===== config.mk =====
export PLATFORM = sky130hd
export DESIGN_NAME = eeprom_bit_engine
export DESIGN_NICKNAME = d
export VERILOG_FILES = /design/src/eeprom_pkg.sv /design/src/eeprom_bit_engine.sv
export SDC_FILE = /design/constraint.sdc
export NUM_CORES = 1
export LEC_CHECK = 0
export BUFFER_PORTS_ARGS = -buffer_cell sky130_fd_sc_hd__buf_2
export CAP_MARGIN = 20
export CORE_ASPECT_RATIO = 0.8
export CORE_MARGIN = 8
export CORE_UTILIZATION = 56
export CTS_CLUSTER_SIZE = 25
export DETAILED_ROUTE_END_ITERATION = 12
export PLACE_DENSITY = 0.78
export SETUP_SLACK_MARGIN = 0.3
export SYNTH_ARGS = -nofsm -noshare
export SYNTH_HDL_FRONTEND = slang
export SYNTH_SLANG_ARGS = --single-unit

===== constraint.sdc =====
create_clock -name CLK -period 4.2 [get_ports CLK]
set_clock_uncertainty 0.2 [all_clocks]
set_input_delay 0.21 -clock CLK [delete_from_list [all_inputs] [get_ports CLK]]
set_output_delay 0.21 -clock CLK [all_outputs]
set_load 0.02 [all_outputs]

===== src/eeprom_pkg.sv =====
package eeprom_pkg;

    // 24C16 geometry
    localparam int addr_w = 11;
    localparam int data_w = 8;

    // device type code in the top nibble of every control byte
    localparam logic [3:0] ctrl_code = 4'b1010;

    // CLK cycles per quarter SCL period
    localparam int quarter_cycles = 1;

    // one operation for the bit engine
    typedef enum logic [1:0] {
        op_start,
        op_stop,
        op_tx_byte,
        op_rx_byte
    } ee_bus_op_e;

    // latched host request
    typedef struct packed {
        logic              is_read;
        logic [addr_w-1:0] addr;
        logic [data_w-1:0] wdata;
    } ee_req_t;

    typedef struct packed {
        ee_bus_op_e        op;
        logic [data_w-1:0] tx_byte;
        logic              master_ack; // low: no ack after a received byte
    } ee_bus_cmd_t;

    // end of transaction
    typedef struct packed {
        logic [data_w-1:0] rdata;
        logic              nack;
    } ee_result_t;

endpackage


===== src/eeprom_bit_engine.sv =====
`timescale 1ns/100ps

module eeprom_bit_engine (
    input  logic                          CLK,
    input  logic                          RESET,
    input  logic                          op_go,
    input  eeprom_pkg::ee_bus_cmd_t       bus_cmd,
    output logic                          op_done,
    output logic [eeprom_pkg::data_w-1:0] rx_byte,
    output logic                          ack_seen,
    output logic                          scl,
    output logic                          sda_low,
    input  logic                          sda_in
);
    import eeprom_pkg::*;

    localparam int tick_w = (quarter_cycles > 1) ? $clog2(quarter_cycles) : 1;

    ee_bus_cmd_t       cmd;        // operation in flight
    logic              active;
    logic [tick_w-1:0] tick_cnt;
    logic [1:0]        phase;      // quarter within the current bit
    logic [3:0]        bit_cnt;    // 0..8, ack slot is 8
    logic [data_w-1:0] shreg;
    logic              tick;
    logic              is_byte;
    logic              last_bit;
    logic              last_q;
    logic              sample;

    // data slot level of a byte frame
    function automatic logic frame_sda_low(ee_bus_cmd_t c, logic [3:0] b, logic msb);
        if (b == 4'd8)
            return (c.op == op_rx_byte) && c.master_ack;
        return (c.op == op_tx_byte) && !msb;
    endfunction

    assign tick     = (tick_cnt == tick_w'(quarter_cycles - 1));
    assign is_byte  = (cmd.op == op_tx_byte) || (cmd.op == op_rx_byte);
    assign last_bit = !is_byte || (bit_cnt == 4'd8);
    assign last_q   = (phase == 2'd3) && last_bit;
    assign sample   = active && tick && is_byte && (phase == 2'd1);   // mid SCL high
    assign rx_byte  = shreg;

    always_ff @(posedge CLK)
    begin
        if (RESET)
        begin
            active   <= 1'b0;
            op_done  <= 1'b0;
            tick_cnt <= '0;
            phase    <= 2'd0;
            bit_cnt  <= 4'd0;
            scl      <= 1'b1;   // idle bus
            sda_low  <= 1'b0;
        end
        else
        begin
            op_done <= 1'b0;
            if (op_go && !active)
            begin
                active   <= 1'b1;
                tick_cnt <= '0;
                phase    <= 2'd0;
                bit_cnt  <= 4'd0;
                scl      <= 1'b0;   // every op opens with scl low
                case (bus_cmd.op)
                    op_start: sda_low <= 1'b0;
                    op_stop:  sda_low <= 1'b1;
                    default:  sda_low <= frame_sda_low(bus_cmd, 4'd0, bus_cmd.tx_byte[7]);
                endcase
            end
            else if (active && !tick)
                tick_cnt <= tick_cnt + 1'b1;
            else if (active)
            begin
                tick_cnt <= '0;
                if (last_q)
                begin
                    active  <= 1'b0;
                    op_done <= 1'b1;
                end
                else if (phase == 2'd3)
                begin
                    // next bit, sda moves only here while scl is low
                    phase   <= 2'd0;
                    bit_cnt <= bit_cnt + 4'd1;
                    scl     <= 1'b0;
                    sda_low <= frame_sda_low(cmd, bit_cnt + 4'd1, shreg[7]);
                end
                else
                begin
                    phase <= phase + 2'd1;
                    scl   <= (phase != 2'd2) || (cmd.op == op_stop);
                    case (cmd.op)
                        op_start: sda_low <= (phase != 2'd0);   // falls with scl high
                        op_stop:  sda_low <= (phase == 2'd0);   // rises with scl high
                        default:  sda_low <= sda_low;
                    endcase
                end
            end
        end
    end

    always_ff @(posedge CLK)
    begin
        if (op_go && !active)
        begin
            cmd   <= bus_cmd;
            shreg <= bus_cmd.tx_byte;
        end
        else if (sample)
        begin
            if (bit_cnt == 4'd8)
                ack_seen <= !sda_in;   // slave pulled low
            else
                shreg <= {shreg[data_w-2:0], sda_in};
        end
    end

endmodule


=== Word level (Yosys, flattened, before mapping) ===
Cells that the tools add are included.
Widths: inputs -> output; s select.

* Muxes and demuxes: 32
* Bitwise operators: 5
* Reduce and logical (&&, ||, !) cells: 33
* $add $sub $neg: 3
* Eq/ne operators: 13

{| class="wikitable"
|+ Operators with widths
! operator !! count
|-
| $mux 1 || 26
|-
| $mux 8 || 3
|-
| $logic_and 1x1->1 || 9
|-
| $reduce_and 3->1 || 3
|-
| $eq 2x2->1 const B || 4
|-
| $eq 4x4->1 const B || 2
|-
| $reduce_and 4->1 || 2
|-
| $reduce_bool 2->1 || 4
|-
| $eq 2x1->1 const B || 3
|-
| $logic_not 2->1 || 3
|-
| $logic_not 1->1 || 5
|-
| $not 1->1 || 5
|-
| $add 4x1->4 const B || 1
|-
| $ne 2x1->1 const B || 2
|-
| $ne 2x2->1 const B || 2
|-
| $pmux 1 s2 || 2
|-
| $reduce_bool 4->1 || 1
|-
| $reduce_or 4->1 || 1
|-
| $logic_or 1x1->1 || 3
|-
| $add 2x1->2 const B || 1
|-
| $mux 2 || 1
|-
| $reduce_and 2->1 || 1
|-
| $reduce_or 2->1 || 1
|-
| $add 1x1->1 const B || 1
|}

* Register bits: 23
* Input port bits: 15
* Output and inout port bits: 12

=== Logic depth before layout (Yosys ltp) ===
Gate-level depths: netlist of the first run.

* Word-level depth: 16
* Gate-level depth with buffers: 6
* Mapped depth without buffers: 6

=== Worst setup path before layout of the first run ===
OpenSTA, ideal clock, no wires.

* Path kind: flip-flop to flip-flop
* Start point: register bit_cnt[0]
* End point: register shreg[0], in the netlist rx_byte[0], enable pin
* Library setup time: 0.384 ns
* Period minus slack after synthesis: 2.092 ns
* Slack: 2.108 ns
* Required time: 3.616 ns
* Arrival: 1.508 ns
* Stages on the path, launching flop included: 5
* Cells stage by stage: dfxtp_1 > inv_1 > ha_1 > and3b_4 > o21ai_0

* Cells in the longest elaborated chain, start to end: 3

{| class="wikitable"
|+ Ends and longest elaborated chain
! what !! line !! text
|-
| start: declaration || eeprom_bit_engine.sv:23 || <nowiki>logic [3:0] bit_cnt;</nowiki>
|-
| start signal: assignment || eeprom_bit_engine.sv:87 || <nowiki>bit_cnt <= bit_cnt + 4'd1;</nowiki>
|-
| $eq 4x4->1 || eeprom_bit_engine.sv:114 || <nowiki>if (bit_cnt == 4'd8)</nowiki>
|-
| $ne 2x1->1 (no source line) || n/a ||
|-
| $reduce_and 2->1 (no source line) || n/a ||
|-
| end signal: assignment || eeprom_bit_engine.sv:110 || <nowiki>shreg <= bus_cmd.tx_byte;</nowiki>
|-
| end signal: assignment || eeprom_bit_engine.sv:117 || <nowiki>shreg <= {shreg[data_w-2:0], sda_in};</nowiki>
|-
| end: declaration || eeprom_bit_engine.sv:24 || <nowiki>logic [data_w-1:0] shreg;</nowiki>
|}

Every way passes these cells.
A chain may end at the register's enable or synchronous reset.

=== Worst setup path in the final report of the first run ===
* Start point: register bit_cnt[0]
* End point: register shreg[7], in the netlist rx_byte[7], enable pin

The elaborated chain is that of the path after synthesis.

==> flow_summary_export.csv, run 1 <==
group,metric,value,unit
global_route,grt_start_max_net_pins,17,
cts,cts-buffers-inserted,3,
global_route,wire_length_of_the_first_global_routing_pass,4710,microns
routing,number_of_remaining_drc_errors,0,
critical_path,ws_path_type,"reg -> reg",
critical_path,start_kind,"register",
routing,detailedRoute.firstPassIterationCount,5,
floorplanning,dieHeight,56.9,microns
global_route,grt.overflow.total,0,
placed_design,io_buffer_count,26,
global_route,grt_antenna_before_repair,0,
cts,cts_tree,"built",
synthesis,synth_nets,142,
critical_path,crit_path_max_incr_delay,0.47,ns
cts,cts_root_buf,"sky130_fd_sc_hd__clkbuf_4",
routing,vias_per_cell,5.40,
synthesis,synth_largest_area_cell,"sky130_fd_sc_hd__edfxtp_1",
critical_path,cp.required,4.03,ns
synthesis,synth-async-reset-ratio,0,
synthesis,synth-seq-cells,23,
synthesis,synthDominantCellAreaShare,0.308,
synthesis,synth-main-ff-cell,"sky130_fd_sc_hd__edfxtp_1",
floorplanning,initial_utilization,0.606,
floorplanning,design.portCount,27,
flow_run,cap_violations,0,
placed_design,detailedPlacementHpwl,1880,microns
sta,max_freq,454,MHz
floorplanning,die_area,3810,sq um
sta,slew_violations,0,
power,pwr_density_cell,291,nW/um^2
critical_path,cpLargestDelayFamily,"compound AO/OA/AOI/OAI gates",
synthesis,synth_sequential_area_ratio,0.497,
synthesis,syn_area,1170,sq um
global_route,met3_usage,0.0515,
synthesis,synthesis.instances,121,
routing,first_iter_violations,92,
sta,relSlewSlack,0.632,
sta,finalCritPeriodShare,0.525,
cts,clk_pin_slew,0.12,ns
placed_design,pre_cts_slack,1.75,ns
routing,postRouteAntennaNets,0,
synthesis,unique_cell_type_count_in_the_yosys_netlist,35,
finish,n_antenna_cell,0,
sta,final_critical_path_setup_slack,2.00,ns
floorplanning,die_width,67.1,microns
critical_path,slowest_stage,"sky130_fd_sc_hd__o21ai_0",
floorplanning,coreArea,1930,sq um
placed_design,gp_congestion,0.842,
synthesis,synth.most_common_cell,"sky130_fd_sc_hd__nand2_1",
critical_path,worst_ep_arrival_time,2.04,ns
power,p_leak,0.617,nW
finish,final_layout_size_suffix_gt1_frac,0.232,
synthesis,ys.warnings.count,0,
cts,max-clock-path-buffers,2,
sta,final_number_of_setup_violating_endpoints,0,
finish,synthToLayoutAreaGrowth,27.4,%
critical_path,timing.critical_path.to_type,"register",
critical_path,worstPathCellList,"inv_1, ha_1, and3b_4, o21ai_0, clkbuf_2",
global_route,grt-busiest-layer,"met2",
finish,final_net_count,186,
cts,clock-sinks,23,
global_route,grt_pass1_vias,1042,
sta,hold_violations,0,
sta,slew_at_the_pin_closest_to_its_max_slew_limit,0.546,ns
worst_hold_path,worst_hold_path_type,"reg -> reg",
sta,period_minus_slack,2.20,ns
power,irDropWorstVdd,259,uV
synthesis,most_area_consuming_cells_after_synthesis,"sky130_fd_sc_hd__edfxtp_1 31%, sky130_fd_sc_hd__dfxtp_1 19%, sky130_fd_sc_hd__nand2_1 8.0%",
global_route,grtUsageMet2,0.263,
critical_path,worstPathMaxFanout,6,
cts,htree_num_levels,1,
cts,cts_setup_buffers,0,
floorplanning,floorplan.rows,14,
routing,via_count_of_the_routed_design,1016,
run_status,outcome,"finished, final reports clean",
power,totalPowerFinal,433,uW
cts,postCtsResizedCells,0,
synthesis,synth_edf_count,12,
synthesis,synth.top_cells.by_count,"25 x sky130_fd_sc_hd__nand2_1, 12 x sky130_fd_sc_hd__edfxtp_1, 12 x sky130_fd_sc_hd__nor2_1",
routing,route.final.wire_length,2830,microns
sta,timing.setup.tns,0,ns
routing,routedWlPerCell,15.0,microns
cts,worst_skew_pair.late_latency,0.31,ns
global_route,gr-usage-met1,0.191,
global_route,grt_util_all_layers,0.156,
critical_path,path_buf_inv,2,
sta,setup_repair_after_global_routing_missed_its_margin,"false",
synthesis,synth.avg_cell_area,9.66,sq um
[cells by family (layout without fill, tap and decap cells)]
group,after synthesis,in the layout,share of synthesized area
AO/OA/AOI/OAI,18,18,0.0996
XOR/XNOR,4,4,0.0300
adder cells (fa/ha/maj),6,6,0.0642
buffers and inverters,11,54,0.0385
flip-flops,23,23,0.497
multiplexers,2,2,0.0171
AND/OR/NAND/NOR,57,57,0.254
[layer usage]
layer | part of all wire | wire length [microns]
met4 | 0.0088 | 25
met2 | 0.50 | 1430
met3 | 0.063 | 177
met1 | 0.42 | 1200
met5 | 0 | 0
[placed cells by master, fill, tap and decap left out, types with 2 or more instances in the layout]
master / instances
sky130_fd_sc_hd__nand3_1: 3
sky130_fd_sc_hd__nand2b_1: 2
sky130_fd_sc_hd__dlygate4sd3_1: 14
sky130_fd_sc_hd__xnor2_1: 2
sky130_fd_sc_hd__xor2_1: 2
sky130_fd_sc_hd__inv_1: 8
sky130_fd_sc_hd__a211oi_1: 2
sky130_fd_sc_hd__dfxtp_1: 11
sky130_fd_sc_hd__clkbuf_4: 3
sky130_fd_sc_hd__nor2_1: 12
sky130_fd_sc_hd__buf_2: 26
sky130_fd_sc_hd__nand2_1: 25
sky130_fd_sc_hd__nor3b_1: 2
sky130_fd_sc_hd__nand3b_1: 2
sky130_fd_sc_hd__o21ai_0: 7
sky130_fd_sc_hd__mux2i_1: 2
sky130_fd_sc_hd__nor3_1: 2
sky130_fd_sc_hd__ha_1: 6
sky130_fd_sc_hd__a21oi_1: 3
sky130_fd_sc_hd__edfxtp_1: 12
[stage by stage]
stage	hold WS, ns	area (sq um)	std cells	utilization
final	0.279	1490	188	0.773
after global routing	0.313	1490	188	0.773
after global placement	0.191	1320	169	0.684
after detailed placement	0.199	1320	169	0.684
after CTS	0.284	1480	187	0.770
after floorplan	0.0762	1170	121	-
[what timing repair did]
item	in CTS	in global routing
hold buffers	14	0
hold endpoints to repair	16	0
endpoints found under the setup margin	0	0
[area by class of cell]
cell class	count	area, sq um
clock buffers	4	26.3
fillers	139	438
inverters	9	33.8
multi-input cells	87	543
flip-flops and latches	23	581
well taps	24	30.0
repair buffers	41	275
[worst register-to-register path, delay by kind of cell, from the launching register on]
| kind | cells | cell delay (ns) |
|---|---|---|
| AOI/OAI and AO/OA | 1 | 0.47 |
| adders and majority gates | 1 | 0.22 |
| DFF | 1 | 0.46 |
| and+or+nand+nor | 1 | 0.23 |
| buffers and inverters | 2 | 0.35 |
[worst paths after layout]
path	end	cells past startpoint	slack [ns]	from
worst max-delay path	rx_byte[7]	5	2.00	bit_cnt[0]
worst min-delay path	scl	2	0.28	scl
worst max register to register	rx_byte[7]	5	2.00	bit_cnt[0]
worst min register to register	scl	2	0.28	scl
[flip-flops by register name, indices dropped and copies added (netlist names)]
register	cells
tick_cnt	1
ack_seen	1
rx_byte	8
phase	2
bit_cnt	4
op_done	1
active	1
scl	1
cmd	3
sda_low	1
[report_power, final]
group | total, mW | leakage (nW) | switching [mW] | internal [mW]
clock | 0.103 | 0.0150 | 0.0654 | 0.0371
combinational | 0.0725 | 0.398 | 0.0424 | 0.0300
sequential | 0.258 | 0.204 | 0.00769 | 0.250
total | 0.433 | 0.617 | 0.116 | 0.318
No activity file was read; power rests on OpenSTA's default activity.
==> run 2, diff against run 1 <==
--- a/config.mk
+++ b/config.mk
@@ -9,10 +9,10 @@
 export CAP_MARGIN = 20
 export CORE_ASPECT_RATIO = 0.8
 export CORE_MARGIN = 8
-export CORE_UTILIZATION = 56
+export CORE_UTILIZATION = 47
 export CTS_CLUSTER_SIZE = 25
 export DETAILED_ROUTE_END_ITERATION = 12
-export PLACE_DENSITY = 0.78
+export PLACE_DENSITY = 0.7
 export SETUP_SLACK_MARGIN = 0.3
 export SYNTH_ARGS = -nofsm -noshare
 export SYNTH_HDL_FRONTEND = slang
==> constraint.sdc (replaced) <==
create_clock -name CLK -period 1.99 [get_ports CLK]
set_clock_uncertainty 0.2 [all_clocks]
set_input_delay 0.0995 -clock CLK [delete_from_list [all_inputs] [get_ports CLK]]
set_output_delay 0.0995 -clock CLK [all_outputs]
set_load 0.02 [all_outputs]
==> run 2 against run 1 <==
Clock-buffer cell count stayed put. Sequential share of layout area is 2.1 points lower. Flip-flop and latch count stayed put. Die area is 14% higher. Final area is 8.2% higher.
==> flow_summary_export.csv, run 2 (synthesis results as in run 1) <==
group,metric,value,unit
sta,finalCritPeriodShare,0.809,
routing,routedWlPerCell,15.0,microns
routing,number_of_remaining_drc_errors,0,
global_route,wire_length_of_the_first_global_routing_pass,4580,microns
routing,first_iter_violations,39,
finish,multiInputGateArea,599,sq um
global_route,grt_pass1_vias,1016,
cts,cts_tree,"built",
critical_path,critPathCapture,"sda_low",
finish,finish.cell_count_without_fillers,197,
routing,detailedRoute.firstPassIterationCount,5,
global_route,grt_antenna_before_repair,0,
finish,number_of_flip_flops_in_the_largest_register,8,
global_route,grt_start_max_net_pins,13,
sta,slew_violations,0,
routing,postRouteAntennaNets,0,
sta,slew_at_the_pin_closest_to_its_max_slew_limit,0.324,ns
cts,cts-buffers-inserted,3,
finish,final_layout_size_suffix_gt1_frac,0.337,
critical_path,worst_ep_arrival_time,1.65,ns
critical_path,crit_path_max_incr_delay,0.38,ns
floorplanning,die_width,71.8,microns
critical_path,regToRegEndpoint,"sda_low",
cts,cts_root_buf,"sky130_fd_sc_hd__clkbuf_4",
sta,timing.setup.tns,0,ns
flow_run,cap_violations,0,
finish,final_net_count,191,
floorplanning,die_area,4350,sq um
finish,layout.cells.most_common_list,"26 x sky130_fd_sc_hd__buf_2, 25 x sky130_fd_sc_hd__nand2_1, 14 x sky130_fd_sc_hd__dlygate4sd3_1",
sta,final_number_of_setup_violating_endpoints,0,
floorplanning,initial_utilization,0.486,
cts,htree_num_levels,1,
power,p_leak,0.648,nW
floorplanning,dieHeight,60.6,microns
floorplanning,design.portCount,27,
floorplanning,coreArea,2400,sq um
cts,clk_pin_slew,0.13,ns
finish,seqCellArea,594,sq um
critical_path,start_kind,"register",
placed_design,place.detailed.instances,175,
placed_design,detailedPlacementHpwl,2060,microns
placed_design,gp_congestion,0.799,
sta,period_minus_slack,1.61,ns
critical_path,reg2regPathDepth,6,
finish,final_util,0.670,
sta,relSlewSlack,0.784,
cts,clock-sinks,23,
critical_path,r2r_slack,0.38,ns
worst_hold_path,worst_hold_path_type,"reg -> reg",
finish,synthToLayoutAreaGrowth,37.8,%
finish,fillerInstances,202,
power,irDropWorstVdd,504,uV
power,pwr_density_cell,577,nW/um^2
cts,worst_skew_pair.late_latency,0.32,ns
finish,layout.cells.most_common,"sky130_fd_sc_hd__buf_2",
sta,max_freq,621,MHz
critical_path,launching_instance_or_port_of_the_critical_path,"bit_cnt[1]",
critical_path,worstPathCellList,"inv_4, ha_4, nand3b_1, a22oi_1, o22ai_1, a221oi_2",
sta,setup_repair_after_global_routing_missed_its_margin,"true",
critical_path,ws_path_type,"reg -> reg",
global_route,grt_util_all_layers,0.137,
placed_design,io_buffer_count,26,
critical_path,slowest_stage,"sky130_fd_sc_hd__dfxtp_4",
routing,via_count_of_the_routed_design,1019,
critical_path,timing.critical_path.to_type,"register",
sta,hold_violations,0,
cts,max-clock-path-buffers,2,
critical_path,worstPathMaxFanout,4,
routing,vias_per_cell,5.17,
critical_path,cp.required,2.03,ns
run_status,outcome,"finished, final reports clean",
global_route,grt.overflow.total,0,
routing,route.final.wire_length,2950,microns
critical_path,regToRegStartpoint,"bit_cnt[1]",
floorplanning,floorplan.rows,16,
-- run 2: what timing repair did --
| action | in CTS | in global routing |
|---|---|---|
| setup endpoints to repair | 13 | 13 |
| pin swaps | 1 | 5 |
| resized for setup | 6 | 15 |
| hold buffers | 14 | 0 |
| gates cloned | 0 | 0 |
| buffers inserted | 2 | 1 |
| hold endpoints to repair | 16 | 0 |
-- run 2: cell type report --
class                   count  share of cell area
repair buffers             46               0.196
multi-input cells          87               0.372
diodes                      1             0.00155
flip-flops and latches     23               0.369
inverters                   9              0.0241
well taps                  27              0.0210
clock buffers               4              0.0163
-- run 2: worst min-delay path by stage --
stage	startpoint	to	slack [ns]	cells past startpoint
after global placement	bus_cmd[0]	cmd[0]	0.08	1
final	active	tick_cnt	0.27	1
after global routing	bus_cmd[0]	cmd[0]	0.27	2
after detailed placement	bus_cmd[0]	cmd[0]	0.08	1
after CTS	bus_cmd[0]	cmd[0]	0.27	2
after floorplan	RESET	sda_low	-0.03	1
-- run 2: power by group --
part           switching (mW)  total, mW  internal [mW]
registers              0.0187      0.545          0.526
clock network           0.142      0.220         0.0784
logic                  0.0935      0.164         0.0703
total                   0.254      0.928          0.675
-- run 2: critical path: cells and delay by family (launching register included) --
family                   cells  cell delay [ns]
AND/OR/NAND/NOR              1             0.17
adder cells (fa/ha/maj)      1             0.13
AO/OA/AOI/OAI                3             0.61
flip-flops                   1             0.38
buffers and inverters        1             0.05
-- run 2: per-layer routing --
layer,routed length [microns],part of all wire,global-route usage,up-vias
met5,0,0,0,-
met4,21,0.0071,0.0435,0
met3,89,0.030,0.0429,4
met2,1530,0.52,0.240,20
met1,1310,0.45,0.158,481
li1,-,-,-,514
-- run 2: per-stage QoR --
stage | hold WS [ns] | instance area, sq um | total power, mW | setup WS (ns)
floorplan | -0.0343 | 1180 | 0.637 | 0.323
global placement | 0.0778 | 1360 | 0.688 | 0.271
detailed placement | 0.0777 | 1360 | 0.695 | 0.180
CTS | 0.275 | 1550 | 0.927 | 0.302
global route | 0.270 | 1610 | 0.976 | 0.278
finish | 0.268 | 1610 | 0.928 | 0.381
==> run 3, diff against run 2 <==
--- a/config.mk
+++ b/config.mk
@@ -9,10 +9,10 @@
 export CAP_MARGIN = 20
 export CORE_ASPECT_RATIO = 0.8
 export CORE_MARGIN = 8
-export CORE_UTILIZATION = 47
+export CORE_UTILIZATION = 52
 export CTS_CLUSTER_SIZE = 25
 export DETAILED_ROUTE_END_ITERATION = 12
-export PLACE_DENSITY = 0.7
+export PLACE_DENSITY = 0.73
 export SETUP_SLACK_MARGIN = 0.3
 export SYNTH_ARGS = -nofsm -noshare
 export SYNTH_HDL_FRONTEND = slang
==> constraint.sdc (replaced) <==
create_clock -name CLK -period 1.5 [get_ports CLK]
set_clock_uncertainty 0.2 [all_clocks]
set_input_delay 0.075 -clock CLK [delete_from_list [all_inputs] [get_ports CLK]]
set_output_delay 0.075 -clock CLK [all_outputs]
set_load 0.02 [all_outputs]
==> run 3 against run 2 <==
The run now ends with hold timing, setup timing left. Hold slack lost 0.41 ns. Flip-flop and latch count is the same. Register-to-register slack got worse by 0.66 ns. Critical path depth is the same. Largest power group unchanged.
==> flow_summary_export.csv, run 3 (synthesis results as in run 1) <==
group,metric,value,unit
cts,cts_root_buf,"sky130_fd_sc_hd__clkbuf_4",
run_status,failed_checks,"hold timing, setup timing",
cts,cts_tree,"built",
routing,routedWlPerCell,23.9,microns
power,irDropWorstVdd,883,uV
floorplanning,floorplan.rows,15,
finish,final_layout_size_suffix_gt1_frac,0.568,
sta,final_number_of_setup_violating_endpoints,17,
sta,worst_hold_slack,-0.146,ns
routing,first_iter_violations,151,
sta,hold_violations,1,
floorplanning,die_area,4030,sq um
critical_path,worstPathMaxFanout,4,
finish,fillerInstances,61,
cts,max-clock-path-buffers,2,
sta,slew_at_the_pin_closest_to_its_max_slew_limit,0.352,ns
global_route,grt_pass1_vias,1181,
routing,detailedRoute.firstPassIterationCount,5,
floorplanning,coreArea,2140,sq um
floorplanning,die_width,69,microns
placed_design,detailedPlacementHpwl,2130,microns
sta,relSlewSlack,0.766,
power,totalPowerFinal,1.43,mW
placed_design,place.detailed.instances,181,
routing,route.final.wire_length,5140,microns
routing,vias_per_cell,5.98,
sta,slew_violations,0,
floorplanning,design.portCount,27,
finish,synthToLayoutAreaGrowth,73.8,%
critical_path,start_kind,"register",
cts,clock-sinks,23,
cts,worst_skew_pair.late_latency,0.33,ns
sta,period_minus_slack,1.78,ns
routing,postRouteAntennaNets,0,
worst_hold_path,worst_hold_path_type,"in -> reg",
routing,via_count_of_the_routed_design,1285,
global_route,grt.overflow.total,0,
global_route,grt_util_all_layers,0.181,
sta,final_critical_path_setup_slack,-0.282,ns
placed_design,io_buffer_count,26,
floorplanning,initial_utilization,0.546,
sta,finalCritPeriodShare,1.19,
finish,layout.cells.most_common_list,"18 x sky130_fd_sc_hd__buf_2, 17 x sky130_fd_sc_hd__buf_4, 16 x sky130_fd_sc_hd__buf_6",
finish,final_net_count,212,
flow_run,cap_violations,0,
sta,timing.setup.tns,-1.79,ns
placed_design,gp_congestion,0.820,
cts,htree_num_levels,1,
critical_path,cp.required,1.55,ns
sta,max_freq,561,MHz
cts,cts-buffers-inserted,3,
sta,setup_repair_after_global_routing_missed_its_margin,"true",
run_status,outcome,"finished with violations",
critical_path,timing.critical_path.to_type,"register",
placed_design,dpl_cell_area,1480,sq um
global_route,grt_antenna_before_repair,0,
global_route,grt_start_max_net_pins,14,
cts,clk_pin_slew,0.13,ns
floorplanning,dieHeight,58.4,microns
global_route,wire_length_of_the_first_global_routing_pass,5890,microns
finish,n_antenna_cell,0,
finish,layout.cells.most_common,"sky130_fd_sc_hd__buf_2",
routing,number_of_remaining_drc_errors,0,
power,pwr_density_cell,702,nW/um^2
finish,post-route-cell-area,2030,sq um
critical_path,worst_ep_arrival_time,1.83,ns
finish,finish.cell_count_without_fillers,215,
finish,number_of_flip_flops_in_the_largest_register,8,
power,p_leak,0.837,nW
critical_path,ws_path_type,"reg -> reg",
run 3: cell types whose count changed in the layout (fill, tap and decap cells not counted), moves of 4 or more:
cell	previous run	this run
sky130_fd_sc_hd__buf_6	0	16
sky130_fd_sc_hd__nand2_1	25	13
sky130_fd_sc_hd__buf_4	6	17
sky130_fd_sc_hd__buf_2	26	18
sky130_fd_sc_hd__nand2_2	1	9
sky130_fd_sc_hd__nand2_4	0	4
sky130_fd_sc_hd__o21ai_0	6	2
sky130_fd_sc_hd__o21ai_1	1	5
run 3: power by group:
| group | switching (mW) | internal, mW |
|---|---|---|
| logic | 0.197 | 0.189 |
| registers | 0.0341 | 0.699 |
| clock network | 0.207 | 0.100 |
run 3: through the flow:
| step | worst slack (ns) | utilization |
|---|---|---|
| finish | -0.282 | 0.949 |
| global route | -0.333 | 0.949 |
| CTS | -0.0471 | 0.823 |
| detailed placement | -0.0911 | 0.693 |
| global placement | -0.0337 | 0.693 |
| floorplan | -0.00308 | - |
run 3: cell type report:
type	count	area, sq um	share of cell area
Sequential cell	23	594	0.293
Clock inverter	1	5.00	0.00246
Timing Repair Buffer	67	588	0.290
Multi-Input combinational cell	87	751	0.370
Clock buffer	3	22.5	0.0111
Inverter	9	38.8	0.0191
Tap cell	25	31.3	0.0154
run 3: critical path, stage by stage, from the launching register on:
cell	delay (ns)
sky130_fd_sc_hd__dfxtp_4	0.38
sky130_fd_sc_hd__inv_4	0.06
sky130_fd_sc_hd__ha_4	0.13
sky130_fd_sc_hd__nand3b_1	0.23
sky130_fd_sc_hd__a22oi_2	0.28
sky130_fd_sc_hd__o22ai_1	0.15
sky130_fd_sc_hd__a221oi_2	0.28
run 3: per-layer routing:
metal | global-route usage | wire length (microns) | vias to the layer above
li1 | - | - | 550
met3 | 0.0570 | 473 | 21
met2 | 0.328 | 2530 | 90
met1 | 0.196 | 1980 | 624
met5 | 0 | 0 | -
met4 | 0.0671 | 163 | 0
run 3: what timing repair did:
| action | 4_1_cts | 5_1_grt |
|---|---|---|
| setup buffers | 6 | 11 |
| gates cloned | 0 | 0 |
| resized for setup | 16 | 49 |
| hold buffers | 13 | 1 |
| pin swaps | 12 | 20 |
| endpoints found under the setup margin | 29 | 38 |
| hold endpoints to repair | 25 | 5 |
run 3: final timing paths:
| path | from | to | slack (ns) | cells past startpoint |
|---|---|---|---|---|
| max | bit_cnt[0] | sda_low | -0.28 | 6 |
| min | bus_cmd[8] | rx_byte[7] | -0.15 | 3 |
| max reg2reg | bit_cnt[0] | sda_low | -0.28 | 6 |
| min reg2reg | scl | scl | 0.32 | 2 |
